**src/common/cpu_params.svh**
```systemverilog
`ifndef CPU_PARAMS_SVH
`define CPU_PARAMS_SVH

// datapath widths
`define DATA_WIDTH 16
`define INST_WIDTH 16
`define ADDR_WIDTH 6

// instruction fields
`define OPCODE_WIDTH 4
`define IMM_WIDTH 6
`define NUM_REGISTERS_LOG2 3
`define NUM_REGISTERS 8

// alu and pipeline control
`define ALU_OP_WIDTH 3
`define FORWARD_WIDTH 2
`define MEM_OP_WIDTH 2

// memory depths, in words
`define IMEM_DEPTH 64
`define DMEM_DEPTH 64

`endif

```
**src/common/isa_pkg.sv**
```systemverilog
`include "cpu_params.svh"

package isa_pkg;

  // layout: opcode[15:12] rs[11:9] rt[8:6] rd[5:3]
  // the low six bits double as immediate and absolute target
  typedef enum logic [`OPCODE_WIDTH-1:0] {
    OP_ADD  = 4'h0,
    OP_SUB  = 4'h1,
    OP_AND  = 4'h2,
    OP_OR   = 4'h3,
    OP_SLT  = 4'h4,
    OP_ADDI = 4'h5,
    OP_LW   = 4'h6,
    OP_SW   = 4'h7,
    OP_BEQ  = 4'h8,
    OP_BNE  = 4'h9,
    OP_JMP  = 4'ha,
    OP_NOP  = 4'hf
  } opcode_t;

  // register index, eight registers
  typedef logic [`NUM_REGISTERS_LOG2-1:0] reg_idx_t;

  // zero-extended immediate / target field
  typedef logic [`IMM_WIDTH-1:0] imm_t;

  // slt compares as signed
  typedef enum logic [`ALU_OP_WIDTH-1:0] {
    ALU_ADD = 3'd0,
    ALU_SUB = 3'd1,
    ALU_AND = 3'd2,
    ALU_OR  = 3'd3,
    ALU_SLT = 3'd4
  } alu_op_t;

endpackage

```
**src/common/pipe_pkg.sv**
```systemverilog
`include "cpu_params.svh"

package pipe_pkg;

  // operand source in execute
  typedef enum logic [`FORWARD_WIDTH-1:0] {
    FWD_REG    = 2'd0,
    FWD_MEM_WB = 2'd1,
    FWD_EX_MEM = 2'd2
  } forward_t;

  // data memory access carried down the pipe
  typedef enum logic [`MEM_OP_WIDTH-1:0] {
    MEM_NONE  = 2'd0,
    MEM_LOAD  = 2'd1,
    MEM_STORE = 2'd2
  } mem_op_t;

endpackage

```
**src/hw/fetch_unit.sv**
```systemverilog
`timescale 1ns/1ps

`include "cpu_params.svh"

module fetch_unit (
  input  logic                   clk,
  input  logic                   rst_n,
  input  logic                   run,
  input  logic                   prog_we,
  input  logic [`ADDR_WIDTH-1:0] prog_addr,
  input  logic [`INST_WIDTH-1:0] prog_data,
  input  logic                   stall,
  input  logic                   jump_valid,
  input  logic [`ADDR_WIDTH-1:0] jump_target,
  input  logic                   branch_taken,
  input  logic [`ADDR_WIDTH-1:0] branch_target,
  output logic [`INST_WIDTH-1:0] if_id_instruction,
  output logic [`ADDR_WIDTH-1:0] if_id_pc
);
  import isa_pkg::*;

  localparam logic [`INST_WIDTH-1:0] NOP_WORD =
    {OP_NOP, {(`INST_WIDTH-`OPCODE_WIDTH){1'b0}}};

  logic [`INST_WIDTH-1:0] imem [`IMEM_DEPTH];
  logic [`ADDR_WIDTH-1:0] pc;
  logic [`ADDR_WIDTH-1:0] pc_next;

  // program load port
  always_ff @(posedge clk) begin
    if (prog_we) begin
      imem[prog_addr] <= prog_data;
    end
  end

  // branch beats jump beats stall
  always_comb begin
    if (branch_taken) begin
      pc_next = branch_target;
    end else if (jump_valid) begin
      pc_next = jump_target;
    end else if (stall) begin
      pc_next = pc;
    end else begin
      pc_next = pc + 1'b1;
    end
  end

  ////////////////////
  // pc and if/id
  always_ff @(posedge clk) begin
    if (!rst_n) begin
      pc                <= '0;
      if_id_instruction <= NOP_WORD;
    end else if (run) begin
      pc <= pc_next;
      if (branch_taken || jump_valid) begin
        if_id_instruction <= NOP_WORD;
      end else if (!stall) begin
        if_id_instruction <= imem[pc];
      end
    end
  end

  always_ff @(posedge clk) begin
    if (run && (!stall || branch_taken)) begin
      if_id_pc <= pc;
    end
  end

endmodule

```
**src/decode/decode_unit.sv**
```systemverilog
`timescale 1ns/1ps

`include "cpu_params.svh"

module decode_unit (
  input  logic                    clk,
  input  logic                    rst_n,
  input  logic                    run,
  input  logic [`INST_WIDTH-1:0]  if_id_instruction,
  input  logic                    branch_taken,
  input  logic                    wb_valid,
  input  isa_pkg::reg_idx_t       wb_reg,
  input  logic [`DATA_WIDTH-1:0]  wb_data,
  output logic                    stall,
  output logic                    jump_valid,
  output logic [`ADDR_WIDTH-1:0]  jump_target,
  output isa_pkg::reg_idx_t       id_ex_rs,
  output isa_pkg::reg_idx_t       id_ex_rt,
  output isa_pkg::reg_idx_t       id_ex_rd,
  output logic [`DATA_WIDTH-1:0]  id_ex_data_1,
  output logic [`DATA_WIDTH-1:0]  id_ex_data_2,
  output logic [`DATA_WIDTH-1:0]  id_ex_immediate,
  output isa_pkg::alu_op_t        id_ex_alu_op,
  output logic                    id_ex_alu_src,
  output logic                    id_ex_reg_dst,
  output pipe_pkg::mem_op_t       id_ex_mem_op,
  output logic                    id_ex_reg_write,
  output logic                    id_ex_beq,
  output logic                    id_ex_bne,
  output logic [`ADDR_WIDTH-1:0]  id_ex_branch_target
);
  import isa_pkg::*;
  import pipe_pkg::*;

  opcode_t  opcode;
  reg_idx_t rs;
  reg_idx_t rt;
  reg_idx_t rd;
  imm_t     imm;

  logic    reg_write, alu_src, reg_dst, beq, bne, is_jmp;
  logic    uses_rs, uses_rt;
  alu_op_t alu_op;
  mem_op_t mem_op;

  logic [`DATA_WIDTH-1:0] regs [`NUM_REGISTERS];
  logic [`DATA_WIDTH-1:0] data_1, data_2;
  logic                   bubble;

  assign opcode = opcode_t'(if_id_instruction[15:12]);
  assign rs     = if_id_instruction[11:9];
  assign rt     = if_id_instruction[8:6];
  assign rd     = if_id_instruction[5:3];
  assign imm    = if_id_instruction[5:0];

  ////////////////////
  // control decode
  always_comb begin
    reg_write = 1'b0;
    alu_src   = 1'b0;
    reg_dst   = 1'b0;
    beq       = 1'b0;
    bne       = 1'b0;
    is_jmp    = 1'b0;
    uses_rs   = 1'b0;
    uses_rt   = 1'b0;
    alu_op    = ALU_ADD;
    mem_op    = MEM_NONE;
    case (opcode)
      OP_ADD, OP_SUB, OP_AND, OP_OR, OP_SLT: begin
        reg_write = 1'b1;
        reg_dst   = 1'b1;
        uses_rs   = 1'b1;
        uses_rt   = 1'b1;
        alu_op    = alu_op_t'(opcode[2:0]);
      end
      OP_ADDI: begin
        reg_write = 1'b1;
        alu_src   = 1'b1;
        uses_rs   = 1'b1;
      end
      OP_LW: begin
        reg_write = 1'b1;
        alu_src   = 1'b1;
        uses_rs   = 1'b1;
        mem_op    = MEM_LOAD;
      end
      OP_SW: begin
        alu_src = 1'b1;
        uses_rs = 1'b1;
        uses_rt = 1'b1;
        mem_op  = MEM_STORE;
      end
      OP_BEQ, OP_BNE: begin
        beq     = (opcode == OP_BEQ);
        bne     = (opcode == OP_BNE);
        uses_rs = 1'b1;
        uses_rt = 1'b1;
        alu_op  = ALU_SUB;
      end
      OP_JMP: is_jmp = 1'b1;
      // nop and unused codes do nothing
      default: ;
    endcase
  end

  // register file, same-cycle write bypassed to the read
  always_ff @(posedge clk) begin
    if (wb_valid) begin
      regs[wb_reg] <= wb_data;
    end
  end

  assign data_1 = (wb_valid && wb_reg == rs) ? wb_data : regs[rs];
  assign data_2 = (wb_valid && wb_reg == rt) ? wb_data : regs[rt];

  // load-use: loaded register is id_ex_rt
  assign stall = (id_ex_mem_op == MEM_LOAD) &&
                 ((uses_rs && id_ex_rt == rs) || (uses_rt && id_ex_rt == rt));

  assign jump_valid  = is_jmp;
  assign jump_target = imm;

  // flushed, stalled and jump slots enter id/ex empty
  assign bubble = branch_taken || stall || is_jmp;

  ////////////////////
  // id/ex register
  always_ff @(posedge clk) begin
    if (!rst_n) begin
      id_ex_reg_write <= 1'b0;
      id_ex_mem_op    <= MEM_NONE;
      id_ex_beq       <= 1'b0;
      id_ex_bne       <= 1'b0;
      id_ex_alu_op    <= ALU_ADD;
      id_ex_alu_src   <= 1'b0;
      id_ex_reg_dst   <= 1'b0;
    end else if (run) begin
      id_ex_reg_write <= reg_write && !bubble;
      id_ex_mem_op    <= bubble ? MEM_NONE : mem_op;
      id_ex_beq       <= beq && !bubble;
      id_ex_bne       <= bne && !bubble;
      id_ex_alu_op    <= alu_op;
      id_ex_alu_src   <= alu_src;
      id_ex_reg_dst   <= reg_dst;
    end
  end

  always_ff @(posedge clk) begin
    if (run) begin
      id_ex_rs            <= rs;
      id_ex_rt            <= rt;
      id_ex_rd            <= rd;
      id_ex_data_1        <= data_1;
      id_ex_data_2        <= data_2;
      id_ex_immediate     <= {{(`DATA_WIDTH-`IMM_WIDTH){1'b0}}, imm};
      id_ex_branch_target <= imm;
    end
  end

endmodule

```
**src/execute/execute_unit.sv**
```systemverilog
`timescale 1ns/1ps

`include "cpu_params.svh"

module execute_unit (
  input  logic                    clk,
  input  logic                    rst_n,
  input  logic                    run,
  input  isa_pkg::reg_idx_t       id_ex_rs,
  input  isa_pkg::reg_idx_t       id_ex_rt,
  input  isa_pkg::reg_idx_t       id_ex_rd,
  input  logic [`DATA_WIDTH-1:0]  id_ex_data_1,
  input  logic [`DATA_WIDTH-1:0]  id_ex_data_2,
  input  logic [`DATA_WIDTH-1:0]  id_ex_immediate,
  input  isa_pkg::alu_op_t        id_ex_alu_op,
  input  logic                    id_ex_alu_src,
  input  logic                    id_ex_reg_dst,
  input  pipe_pkg::mem_op_t       id_ex_mem_op,
  input  logic                    id_ex_reg_write,
  input  logic                    id_ex_beq,
  input  logic                    id_ex_bne,
  input  logic [`ADDR_WIDTH-1:0]  id_ex_branch_target,
  input  logic                    wb_valid,
  input  isa_pkg::reg_idx_t       wb_reg,
  input  logic [`DATA_WIDTH-1:0]  wb_data,
  output logic                    branch_taken,
  output logic [`ADDR_WIDTH-1:0]  branch_target,
  output logic [`DATA_WIDTH-1:0]  ex_mem_alu_result,
  output logic [`DATA_WIDTH-1:0]  ex_mem_store_value,
  output isa_pkg::reg_idx_t       ex_mem_dest,
  output pipe_pkg::mem_op_t       ex_mem_mem_op,
  output logic                    ex_mem_reg_write
);
  import isa_pkg::*;
  import pipe_pkg::*;

  forward_t               forward_a, forward_b;
  logic [`DATA_WIDTH-1:0] operand_a, operand_b;
  logic [`DATA_WIDTH-1:0] alu_b;
  logic [`DATA_WIDTH-1:0] alu_result;
  reg_idx_t               dest;
  logic                   equal;

  // younger result in ex/mem wins over mem/wb
  function automatic forward_t select_source(input reg_idx_t src);
    forward_t sel;
    if (ex_mem_reg_write && ex_mem_dest == src) begin
      sel = FWD_EX_MEM;
    end else if (wb_valid && wb_reg == src) begin
      sel = FWD_MEM_WB;
    end else begin
      sel = FWD_REG;
    end
    return sel;
  endfunction

  function automatic logic [`DATA_WIDTH-1:0] pick_operand(
    input forward_t               sel,
    input logic [`DATA_WIDTH-1:0] reg_value
  );
    logic [`DATA_WIDTH-1:0] value;
    case (sel)
      FWD_EX_MEM: value = ex_mem_alu_result;
      FWD_MEM_WB: value = wb_data;
      default:    value = reg_value;
    endcase
    return value;
  endfunction

  ////////////////////
  // operands
  always_comb begin
    forward_a = select_source(id_ex_rs);
    forward_b = select_source(id_ex_rt);
    operand_a = pick_operand(forward_a, id_ex_data_1);
    operand_b = pick_operand(forward_b, id_ex_data_2);
  end

  assign alu_b = id_ex_alu_src ? id_ex_immediate : operand_b;

  always_comb begin
    case (id_ex_alu_op)
      ALU_ADD: alu_result = operand_a + alu_b;
      ALU_SUB: alu_result = operand_a - alu_b;
      ALU_AND: alu_result = operand_a & alu_b;
      ALU_OR:  alu_result = operand_a | alu_b;
      ALU_SLT: begin
        alu_result = ($signed(operand_a) < $signed(alu_b)) ? `DATA_WIDTH'd1 : '0;
      end
      default: alu_result = '0;
    endcase
  end

  // r-type writes rd, the rest write rt
  assign dest = id_ex_reg_dst ? id_ex_rd : id_ex_rt;

  ////////////////////
  // branch resolution
  // compare uses the forwarded rt, never the immediate
  assign equal         = (operand_a == operand_b);
  assign branch_taken  = (id_ex_beq && equal) || (id_ex_bne && !equal);
  assign branch_target = id_ex_branch_target;

  // the two flushed slots behind a taken branch arrive here as bubbles,
  // and the branch itself carries no write, so ex/mem stays clear of them
  always_ff @(posedge clk) begin
    if (!rst_n) begin
      ex_mem_reg_write <= 1'b0;
      ex_mem_mem_op    <= MEM_NONE;
    end else if (run) begin
      ex_mem_reg_write <= id_ex_reg_write;
      ex_mem_mem_op    <= id_ex_mem_op;
    end
  end

  always_ff @(posedge clk) begin
    if (run) begin
      ex_mem_alu_result  <= alu_result;
      ex_mem_store_value <= operand_b;
      ex_mem_dest        <= dest;
    end
  end

endmodule

```
**src/hw/result_unit.sv**
```systemverilog
`timescale 1ns/1ps

`include "cpu_params.svh"

module result_unit (
  input  logic                    clk,
  input  logic                    rst_n,
  input  logic                    run,
  input  logic [`DATA_WIDTH-1:0]  ex_mem_alu_result,
  input  logic [`DATA_WIDTH-1:0]  ex_mem_store_value,
  input  isa_pkg::reg_idx_t       ex_mem_dest,
  input  pipe_pkg::mem_op_t       ex_mem_mem_op,
  input  logic                    ex_mem_reg_write,
  output logic                    wb_valid,
  output isa_pkg::reg_idx_t       wb_reg,
  output logic [`DATA_WIDTH-1:0]  wb_data,
  output logic                    store_valid,
  output logic [`ADDR_WIDTH-1:0]  store_addr,
  output logic [`DATA_WIDTH-1:0]  store_data
);
  import pipe_pkg::*;

  logic [`DATA_WIDTH-1:0] dmem [`DMEM_DEPTH];
  logic [`ADDR_WIDTH-1:0] mem_addr;
  logic [`DATA_WIDTH-1:0] mem_read_data;

  // mem/wb register
  logic                   mem_wb_reg_write;
  logic                   mem_wb_load;
  logic [`DATA_WIDTH-1:0] mem_wb_alu_result;
  logic [`DATA_WIDTH-1:0] mem_wb_mem_data;

  ////////////////////
  // memory access
  // word address from the low alu bits
  assign mem_addr      = ex_mem_alu_result[`ADDR_WIDTH-1:0];
  assign mem_read_data = dmem[mem_addr];

  // a store is reported on the edge it writes
  assign store_valid = run && (ex_mem_mem_op == MEM_STORE);
  assign store_addr  = mem_addr;
  assign store_data  = ex_mem_store_value;

  always_ff @(posedge clk) begin
    if (store_valid) begin
      dmem[mem_addr] <= ex_mem_store_value;
    end
  end

  always_ff @(posedge clk) begin
    if (!rst_n) begin
      mem_wb_reg_write <= 1'b0;
      mem_wb_load      <= 1'b0;
    end else if (run) begin
      mem_wb_reg_write <= ex_mem_reg_write;
      mem_wb_load      <= (ex_mem_mem_op == MEM_LOAD);
    end
  end

  always_ff @(posedge clk) begin
    if (run) begin
      wb_reg            <= ex_mem_dest;
      mem_wb_alu_result <= ex_mem_alu_result;
      mem_wb_mem_data   <= mem_read_data;
    end
  end

  ////////////////////
  // writeback
  // valid only on an advancing edge, so a paused entry is reported once
  assign wb_valid = run && mem_wb_reg_write;
  assign wb_data  = mem_wb_load ? mem_wb_mem_data : mem_wb_alu_result;

endmodule

```
**src/hw/processor.sv**
```systemverilog
`timescale 1ns/1ps

`include "cpu_params.svh"

module processor (
  input  logic                    clk,
  input  logic                    rst_n,
  input  logic                    run,
  input  logic                    prog_we,
  input  logic [`ADDR_WIDTH-1:0]  prog_addr,
  input  logic [`INST_WIDTH-1:0]  prog_data,
  // retire_* double as the writeback wires
  output logic                    retire_valid,
  output isa_pkg::reg_idx_t       retire_reg,
  output logic [`DATA_WIDTH-1:0]  retire_data,
  output logic                    store_valid,
  output logic [`ADDR_WIDTH-1:0]  store_addr,
  output logic [`DATA_WIDTH-1:0]  store_data
);
  import isa_pkg::*;
  import pipe_pkg::*;

  // if/id
  logic [`INST_WIDTH-1:0] if_id_instruction;

  // hazard and redirect
  logic                   stall;
  logic                   jump_valid;
  logic [`ADDR_WIDTH-1:0] jump_target;
  logic                   branch_taken;
  logic [`ADDR_WIDTH-1:0] branch_target;

  // id/ex
  reg_idx_t               id_ex_rs, id_ex_rt, id_ex_rd;
  logic [`DATA_WIDTH-1:0] id_ex_data_1, id_ex_data_2, id_ex_immediate;
  alu_op_t                id_ex_alu_op;
  logic                   id_ex_alu_src, id_ex_reg_dst, id_ex_reg_write;
  logic                   id_ex_beq, id_ex_bne;
  mem_op_t                id_ex_mem_op;
  logic [`ADDR_WIDTH-1:0] id_ex_branch_target;

  // ex/mem
  logic [`DATA_WIDTH-1:0] ex_mem_alu_result, ex_mem_store_value;
  reg_idx_t               ex_mem_dest;
  mem_op_t                ex_mem_mem_op;
  logic                   ex_mem_reg_write;

  ////////////////////
  fetch_unit i_fetch (
    .clk, .rst_n, .run, .prog_we, .prog_addr, .prog_data,
    .stall, .jump_valid, .jump_target, .branch_taken, .branch_target,
    .if_id_instruction,
    // pc of the decode slot, visible for debug only
    .if_id_pc ()
  );

  decode_unit i_decode (
    .clk, .rst_n, .run, .if_id_instruction, .branch_taken,
    .wb_valid (retire_valid), .wb_reg (retire_reg), .wb_data (retire_data),
    .stall, .jump_valid, .jump_target,
    .id_ex_rs, .id_ex_rt, .id_ex_rd, .id_ex_data_1, .id_ex_data_2,
    .id_ex_immediate, .id_ex_alu_op, .id_ex_alu_src, .id_ex_reg_dst,
    .id_ex_mem_op, .id_ex_reg_write, .id_ex_beq, .id_ex_bne,
    .id_ex_branch_target
  );

  execute_unit i_execute (
    .clk, .rst_n, .run,
    .id_ex_rs, .id_ex_rt, .id_ex_rd, .id_ex_data_1, .id_ex_data_2,
    .id_ex_immediate, .id_ex_alu_op, .id_ex_alu_src, .id_ex_reg_dst,
    .id_ex_mem_op, .id_ex_reg_write, .id_ex_beq, .id_ex_bne,
    .id_ex_branch_target,
    .wb_valid (retire_valid), .wb_reg (retire_reg), .wb_data (retire_data),
    .branch_taken, .branch_target,
    .ex_mem_alu_result, .ex_mem_store_value, .ex_mem_dest,
    .ex_mem_mem_op, .ex_mem_reg_write
  );

  result_unit i_result (
    .clk, .rst_n, .run,
    .ex_mem_alu_result, .ex_mem_store_value, .ex_mem_dest,
    .ex_mem_mem_op, .ex_mem_reg_write,
    .wb_valid (retire_valid), .wb_reg (retire_reg), .wb_data (retire_data),
    .store_valid, .store_addr, .store_data
  );

endmodule

```
**config.mk**
```make
export PLATFORM = sky130hd
export DESIGN_NAME = processor
export DESIGN_NICKNAME = d
export VERILOG_FILES = /design/src/common/isa_pkg.sv /design/src/common/pipe_pkg.sv /design/src/hw/fetch_unit.sv /design/src/decode/decode_unit.sv /design/src/execute/execute_unit.sv /design/src/hw/result_unit.sv /design/src/hw/processor.sv
export VERILOG_INCLUDE_DIRS = /design/src /design/src/common
export SDC_FILE = /design/constraint.sdc
export NUM_CORES = 2
export LEC_CHECK = 0
export BUFFER_PORTS_ARGS = -buffer_cell sky130_fd_sc_hd__clkbuf_2
export CORE_MARGIN = 1
export CORE_UTILIZATION = 50
export DETAILED_ROUTE_END_ITERATION = 7
export PLACE_DENSITY_LB_ADDON = 0.12
export SYNTH_ARGS = -nofsm -noshare
export SYNTH_HDL_FRONTEND = slang
export SYNTH_SLANG_ARGS = --single-unit
```
**constraint.sdc**
```tcl
create_clock -name clk -period 4.6 [get_ports clk]
set_input_delay 0.23 -clock clk [delete_from_list [all_inputs] [get_ports clk]]
set_output_delay 0.23 -clock clk [all_outputs]
set_load 0.005 [all_outputs]
```
# Word-level counts from Yosys, hierarchy flattened
# Memory sizes are Yosys's and may differ from the RTL's. A register that Yosys moved wholly into a read port is not among the register bits.
# Index checks and enable logic that the tools add are counted.
# W data, S select, Z words.
# totals
regBits	106
ram_bits	2176
elab_cells	127
n_memories	3
# mem_list
memory	depth	width	rd	rd_clocked_by_memory_dff	write_ports	line	text
i_fetch.imem	64	16	1	1	1	fetch_unit.sv:25	logic [`INST_WIDTH-1:0] imem [`IMEM_DEPTH];
i_result.dmem	64	16	1	1	1	result_unit.sv:23	logic [`DATA_WIDTH-1:0] dmem [`DMEM_DEPTH];
i_decode.regs	8	16	2	2	1	decode_unit.sv:46	logic [`DATA_WIDTH-1:0] regs [`NUM_REGISTERS];
# classes
n_addsub	3
magnitude_cmp	1
n_eq_ne	30
muxes	35
bitwise_logic	2
n_reduce_logical	31
# ops
operator	n
$pmux W16 S5	1
$mux W16	4
$pmux W16 S2	2
$mux W6	5
$eq A3 B3 Y1	6
$mux W1	17
$add A16 B16 Y16	1
$and A16 B16 Y16	1
$eq A16 B16 Y1	1
$eq A4 B3 Y1 const B	4
$lt A16 B16 Y1	1
$or A16 B16 Y16	1
$sub A16 B16 Y16	1
$logic_and A1 B1 Y1	14
$eq A4 B4 Y1 const B	3
$reduce_or A10 Y1	1
$eq A2 B1 Y1 const B	4
$eq A4 B2 Y1 const B	2
$reduce_or A8 Y1	1
$reduce_or A7 Y1	1
$add A6 B1 Y6 const B	1
$eq A2 B2 Y1 const B	3
$eq A3 B2 Y1 const B	2
$mux W2	3
16 further kinds	22

# Logic depth before layout (Yosys ltp)
# logic_depth
ltp_word	14
mapped_depth	20
ltp_nobuf	17

# Modules after synthesis
# A second synthesis with hierarchy kept.
# hier_totals
cells_unflattened	5165
area_unflattened_um2	94429.3
# by_module_without_submodules
module	instances	cells_per_inst	area_per_inst_um2	seq_area_each_um2
result_unit	1	2323	40888.0	31840.5
fetch_unit	1	1834	40580.2	31490.2
decode_unit	1	481	8450.6	5365.1
execute_unit	1	527	4510.6	1111.1

# Worst setup path before layout
# Ideal clock, no wire load.
# synth_path
kind	reg2reg
from	reg i_result.wb_reg[2]
to	reg i_execute.ex_mem_alu_result[14] (data pin)
setup_ps	174
arrival_time_ps	4337
required_ps	4426
slack_ps	89
stages_incl_launch_ff	19
synth_period_minus_slack_ps	4511
path_cell_list	edfxtp_1 -> buf_6 -> xor2_2 -> or4_1 -> buf_2 -> nor3_2 -> o31ai_1 -> ha_1 -> fa_1 -> a21oi_1 -> o21bai_1 -> a21o_1 -> a21oi_1 -> o21bai_1 -> a21o_1 -> o41ai_1 -> nor4_1 -> or4_1 -> a311oi_1
# synth_between
elab_chain_len	9
word_cells_on_any_way	20
# synth_rtl
element	line	text
start, declared	result_unit.sv:15	output isa_pkg::reg_idx_t wb_reg,
start signal, assigned	result_unit.sv:62	wb_reg <= ex_mem_dest;
$eq A3 B3 Y1	execute_unit.sv:49	end else if (wb_valid && wb_reg == src) begin
$logic_and A1 B1 Y1	execute_unit.sv:49	
$mux W1	execute_unit.sv:49	
$mux W2	execute_unit.sv:47	if (ex_mem_reg_write && ex_mem_dest == src) begin
$eq A2 B1 Y1 / $eq A2 B2 Y1 (equally long branches)	execute_unit.sv:62	case (sel)
$pmux W16 S2	execute_unit.sv:62	
$mux W16	execute_unit.sv:79	assign alu_b = id_ex_alu_src ? id_ex_immediate : operand_b;
$sub A16 B16 Y16 (tied with other cells)	execute_unit.sv:84	ALU_SUB: alu_result = operand_a - alu_b;
$pmux W16 S5 (*)	execute_unit.sv:82	case (id_ex_alu_op)
named net i_execute.alu_result[14]	execute_unit.sv:40	logic [`DATA_WIDTH-1:0] alu_result;
end signal, assigned	execute_unit.sv:118	ex_mem_alu_result <= alu_result;
end, declared	execute_unit.sv:28	output logic [`DATA_WIDTH-1:0] ex_mem_alu_result,
# Mark *: on every way through the listed nets, which the timed path passes. The rest lies on a longest branch.
# A chain may end at the register's enable or synchronous reset.

# Worst setup path after layout
# Same ends and word-level chain as after synthesis.

==> impl_metrics.env <==
export IMPL_regArea_mm2=0.0696
export IMPL_crit_arrival_ns=5.23
export IMPL_vias=48484
export IMPL_yosys_warnings=0
export IMPL_fin_crit_sh_pct=98.9
export IMPL_vias_per_cell=6.25
export IMPL_maxSlewViolCount=0
export IMPL_root_buffer="clkbuf_16"
export IMPL_grt_pass1_wl_um=342000
export IMPL_first_pass_iters=5
export IMPL_grt_setup_unrepaired="true"
export IMPL_drive_above_1_share_pct=25.1
export IMPL_leakage_nw=32.9
export IMPL_rr_startpoint="i_result.wb_reg[2]$_DFFE_PP_"
export IMPL_nets=5280
export IMPL_p_int_w=0.0351
export IMPL_cts_sinks=2333
export IMPL_critPathMaxFanout=3
export IMPL_finalHoldViolCount=0
export IMPL_crit_path_start_kind="register"
export IMPL_post_drt_wl_per_cell_um=30.5
export IMPL_whs_path_depth=2
export IMPL_num_fill_cells=13389
export IMPL_path_clk_slew_ns=0.06
export IMPL_cts_buffer_depth=3
export IMPL_detail_route_antenna_nets=0
export IMPL_syn_area_mm2=0.0916
export IMPL_dp_cells=7312
export IMPL_crit_type="register to register"
export IMPL_avgSynthCellArea_um2=19.1
export IMPL_fmax_mhz=220
export IMPL_required_ns=5.28
export IMPL_postSynthCellCount=4788
export IMPL_r2r_cells=19
export IMPL_skew_ns=0.0594
export IMPL_power_switching_w=0.0111
export IMPL_power_frac_seq_pct=52.0
export IMPL_yosysTopAreaCellShare_pct=75.1
export IMPL_hold_ws_ns=0.0496
export IMPL_dieArea_mm2=0.185
export IMPL_synthDistinctLibCells=79
export IMPL_pin_count=69
export IMPL_fin_cells=7760
export IMPL_top_regs="i_fetch.imem: 1024 flops, i_result.dmem: 1024 flops, i_decode.regs: 128 flops"
export IMPL_r2r_end="i_execute.ex_mem_alu_result[14]$_DFFE_PP_"
export IMPL_switching_share_pct=24.0
export IMPL_synth_edf_count=2290
export IMPL_period_needed_ns=4.55
export IMPL_gp_congestion=0.896
export IMPL_finalPower_w=0.0461
export IMPL_die_height_um=430
export IMPL_powerDensity_mw_per_mm2=440
export IMPL_min_path_type="input port to register"
export IMPL_synth_seq_area_share_pct=76.0
export IMPL_fp_dieW_um=430
export IMPL_synthTopCellsByArea="edfxtp_1, mux4_2, a22oi_1"
export IMPL_min_from="prog_data[10]"
export IMPL_cts_tree="yes"
export IMPL_dp_hpwl_um=141000
export IMPL_synth_ff_type="edfxtp_1"
export IMPL_clk_latency_ns=0.88
export IMPL_grt_max_degree=67
export IMPL_yosysTopAreaCell="edfxtp_1"
export IMPL_finalSetupViolCount=0
export IMPL_combPwrFrac_pct=10.3
export IMPL_power_frac_clock_pct=37.8
export IMPL_antenna_found_initial=7
export IMPL_grt_ovfl_total=0
export IMPL_start_util_pct=50.5
export IMPL_core_area_mm2=0.181
export IMPL_multi_input_area_mm2=0.0209
export IMPL_worstSetupEndpointType="register"
export IMPL_area_growth_synth_to_final_pct=14.4
export IMPL_drv_cap=0
export IMPL_wl_um=237000
export IMPL_rows=156
export IMPL_ys_ff_latch=2333
export IMPL_numCtsBuffers=229
export IMPL_grt_pass1_vias=48110
export IMPL_min_to="i_fetch.imem[55][10]$_DFFE_PP_"
export IMPL_worst_pin_slew_ns=1.26
export IMPL_synth_nets=4865
export IMPL_maxSlewHeadroom_pct=16.0
export IMPL_r2r_slack_ns=0.05
export IMPL_synthArstFlopShare_pct=0
export IMPL_ir_worst_vdd_uv=375
export IMPL_portBuffers=68
export IMPL_drt_iter0_drc=5050
export IMPL_route_detailed_drc=0
export IMPL_grt_total_usage_pct=25.6
export IMPL_status="finished clean"
export IMPL_cts_max_level=4
-- layout make-up --
class / count / share of cell area (%)
sequential: 2333 / 66.5
tap: 2370 / 2.83
clock inverter: 113 / 0.821
antenna: 1 / 0.00239
clock buffer: 304 / 5.80
timing repair buffer: 491 / 3.77
multi-input combinational: 2050 / 20.0
inverter: 98 / 0.351
-- critical path, stage by stage (launching register included) --
cell and delay [ns]:
edfxtp_1 0.43, buf_6 0.15, xor2_2 0.18, or4_4 0.55, nand2_4 0.12, buf_4 0.12
o22ai_1 0.10, a21oi_2 0.15, ha_1 0.29, buf_6 0.14, o21bai_1 0.15, a21o_1 0.15
a21oi_1 0.08, o21bai_1 0.22, a21oi_2 0.11, o211ai_1 0.34, a31oi_1 0.17, o211a_1 0.27
or4_4 0.42, a311oi_2 0.26
-- metal layers --
| layer | track usage [%] | part of all wire (%) | vias to the layer above |
|---|---|---|---|
| met4 | 6.01 | 2.1 | 2 |
| li1 | - | - | 20846 |
| met3 | 3.48 | 6.1 | 288 |
| met2 | 42.2 | 50 | 1741 |
| met1 | 36.4 | 42 | 25607 |
| met5 | 0 | 0.0055 | - |
-- cell families (layout without fill, tap and decap cells) --
logic type / Yosys count / count (layout) / share of synthesized area, %
XOR/XNOR: 41 / 41 / 0.417
AND/OR/NAND/NOR: 496 / 496 / 2.56
AO/OA/AOI/OAI: 954 / 954 / 7.67
flip-flops: 2333 / 2333 / 76.0
other: 0 / 1 / 0
buffers and inverters: 405 / 1006 / 1.74
adder cells (fa/ha/maj): 51 / 51 / 0.713
multiplexers: 508 / 508 / 10.9
-- power by group through the flow --
stage	Sequential, W	Clock, W	Combinational (W)
5_1_grt	0.0240	0.0185	0.00503
6_report	0.0240	0.0174	0.00474
4_1_cts	0.0240	0.0177	0.00470
2_1_floorplan	0.0244	0	0.00254
3_5_place_dp	0.0244	0	0.00467
3_3_place_gp	0.0244	0	0.00464
-- synthesized netlist by cell type, types with 16 or more instances --
master       n
nand2_1    104
a22oi_1    357
nand3_1     28
a22o_1      79
mux4_2     388
a221oi_1    79
nor2_1     206
nand4_1     21
xnor2_1     23
clkbuf_1   202
buf_1       76
a21oi_1     93
buf_2       16
nor3_1      23
o32ai_1     18
mux2_2      35
nor4_1      30
dfxtp_1     43
inv_1       95
edfxtp_1  2290
mux2i_1     85
o41ai_1     30
a41oi_1     34
a31oi_1     85
o21ai_0     69
ha_1        49
-- metrics by stage --
stage                     worst slack [ns]  utilization [%]  cell area (µm²)  TNS [ns]
after floorplan                     0.0889                -            91600         0
after global placement              -0.301             53.7            97300    -0.832
after detailed placement            -0.333             53.7            97300    -0.934
after CTS                          -0.0883             57.6           104000   -0.0883
after global routing               -0.0743             57.8           105000   -0.0899
final                               0.0487             57.8           105000         0
-- cells in the final DEF (no fill, tap or decap), types with 12 or more instances in the layout --
cell type / count
buf_4: 372
a221oi_1: 79
dfxtp_1: 34
nand2b_1: 14
mux2_2: 35
a31oi_1: 85
ha_1: 47
a22oi_1: 357
clkinv_2: 29
nor4_1: 25
inv_1: 94
clkbuf_2: 67
clkbuf_16: 231
buf_6: 12
nor2_1: 133
buf_12: 29
xor2_1: 12
nand3_1: 28
o41ai_1: 27
clkinv_1: 61
nor3_1: 17
o32ai_1: 18
a41oi_1: 34
xnor2_1: 21
a21oi_1: 86
nand2_1: 101
o21ai_0: 67
nor2_2: 68
nand4_1: 21
mux4_2: 388
clkbuf_1: 71
a211oi_1: 13
a22o_1: 79
edfxtp_1: 2290
mux2i_1: 85
-- worst max-delay path by stage --
stage                                         from  slack, ns                                        end
CTS                 i_decode.id_ex_rt[0]$_DFFE_PP_      -0.09  i_execute.ex_mem_alu_result[14]$_DFFE_PP_
floorplan             i_result.wb_reg[2]$_DFFE_PP_       0.09  i_execute.ex_mem_alu_result[14]$_DFFE_PP_
detailed placement    i_result.wb_reg[2]$_DFFE_PP_      -0.33  i_execute.ex_mem_alu_result[14]$_DFFE_PP_
global route          i_result.wb_reg[2]$_DFFE_PP_      -0.07  i_execute.ex_mem_alu_result[14]$_DFFE_PP_
finish                i_result.wb_reg[2]$_DFFE_PP_       0.05  i_execute.ex_mem_alu_result[14]$_DFFE_PP_
global placement    i_decode.id_ex_rt[0]$_DFFE_PP_      -0.30  i_execute.ex_mem_alu_result[14]$_DFFE_PP_
-- timing repair --
item | 4_1_cts | 5_1_grt
hold buffers | 11 | 0
hold endpoints to repair | 258 | 0
resized for setup | 12 | 53
setup endpoints to repair | 4 | 11
pin swaps | 3 | 32
setup buffers | 3 | 16
No activity file was read; power rests on OpenSTA's default activity.
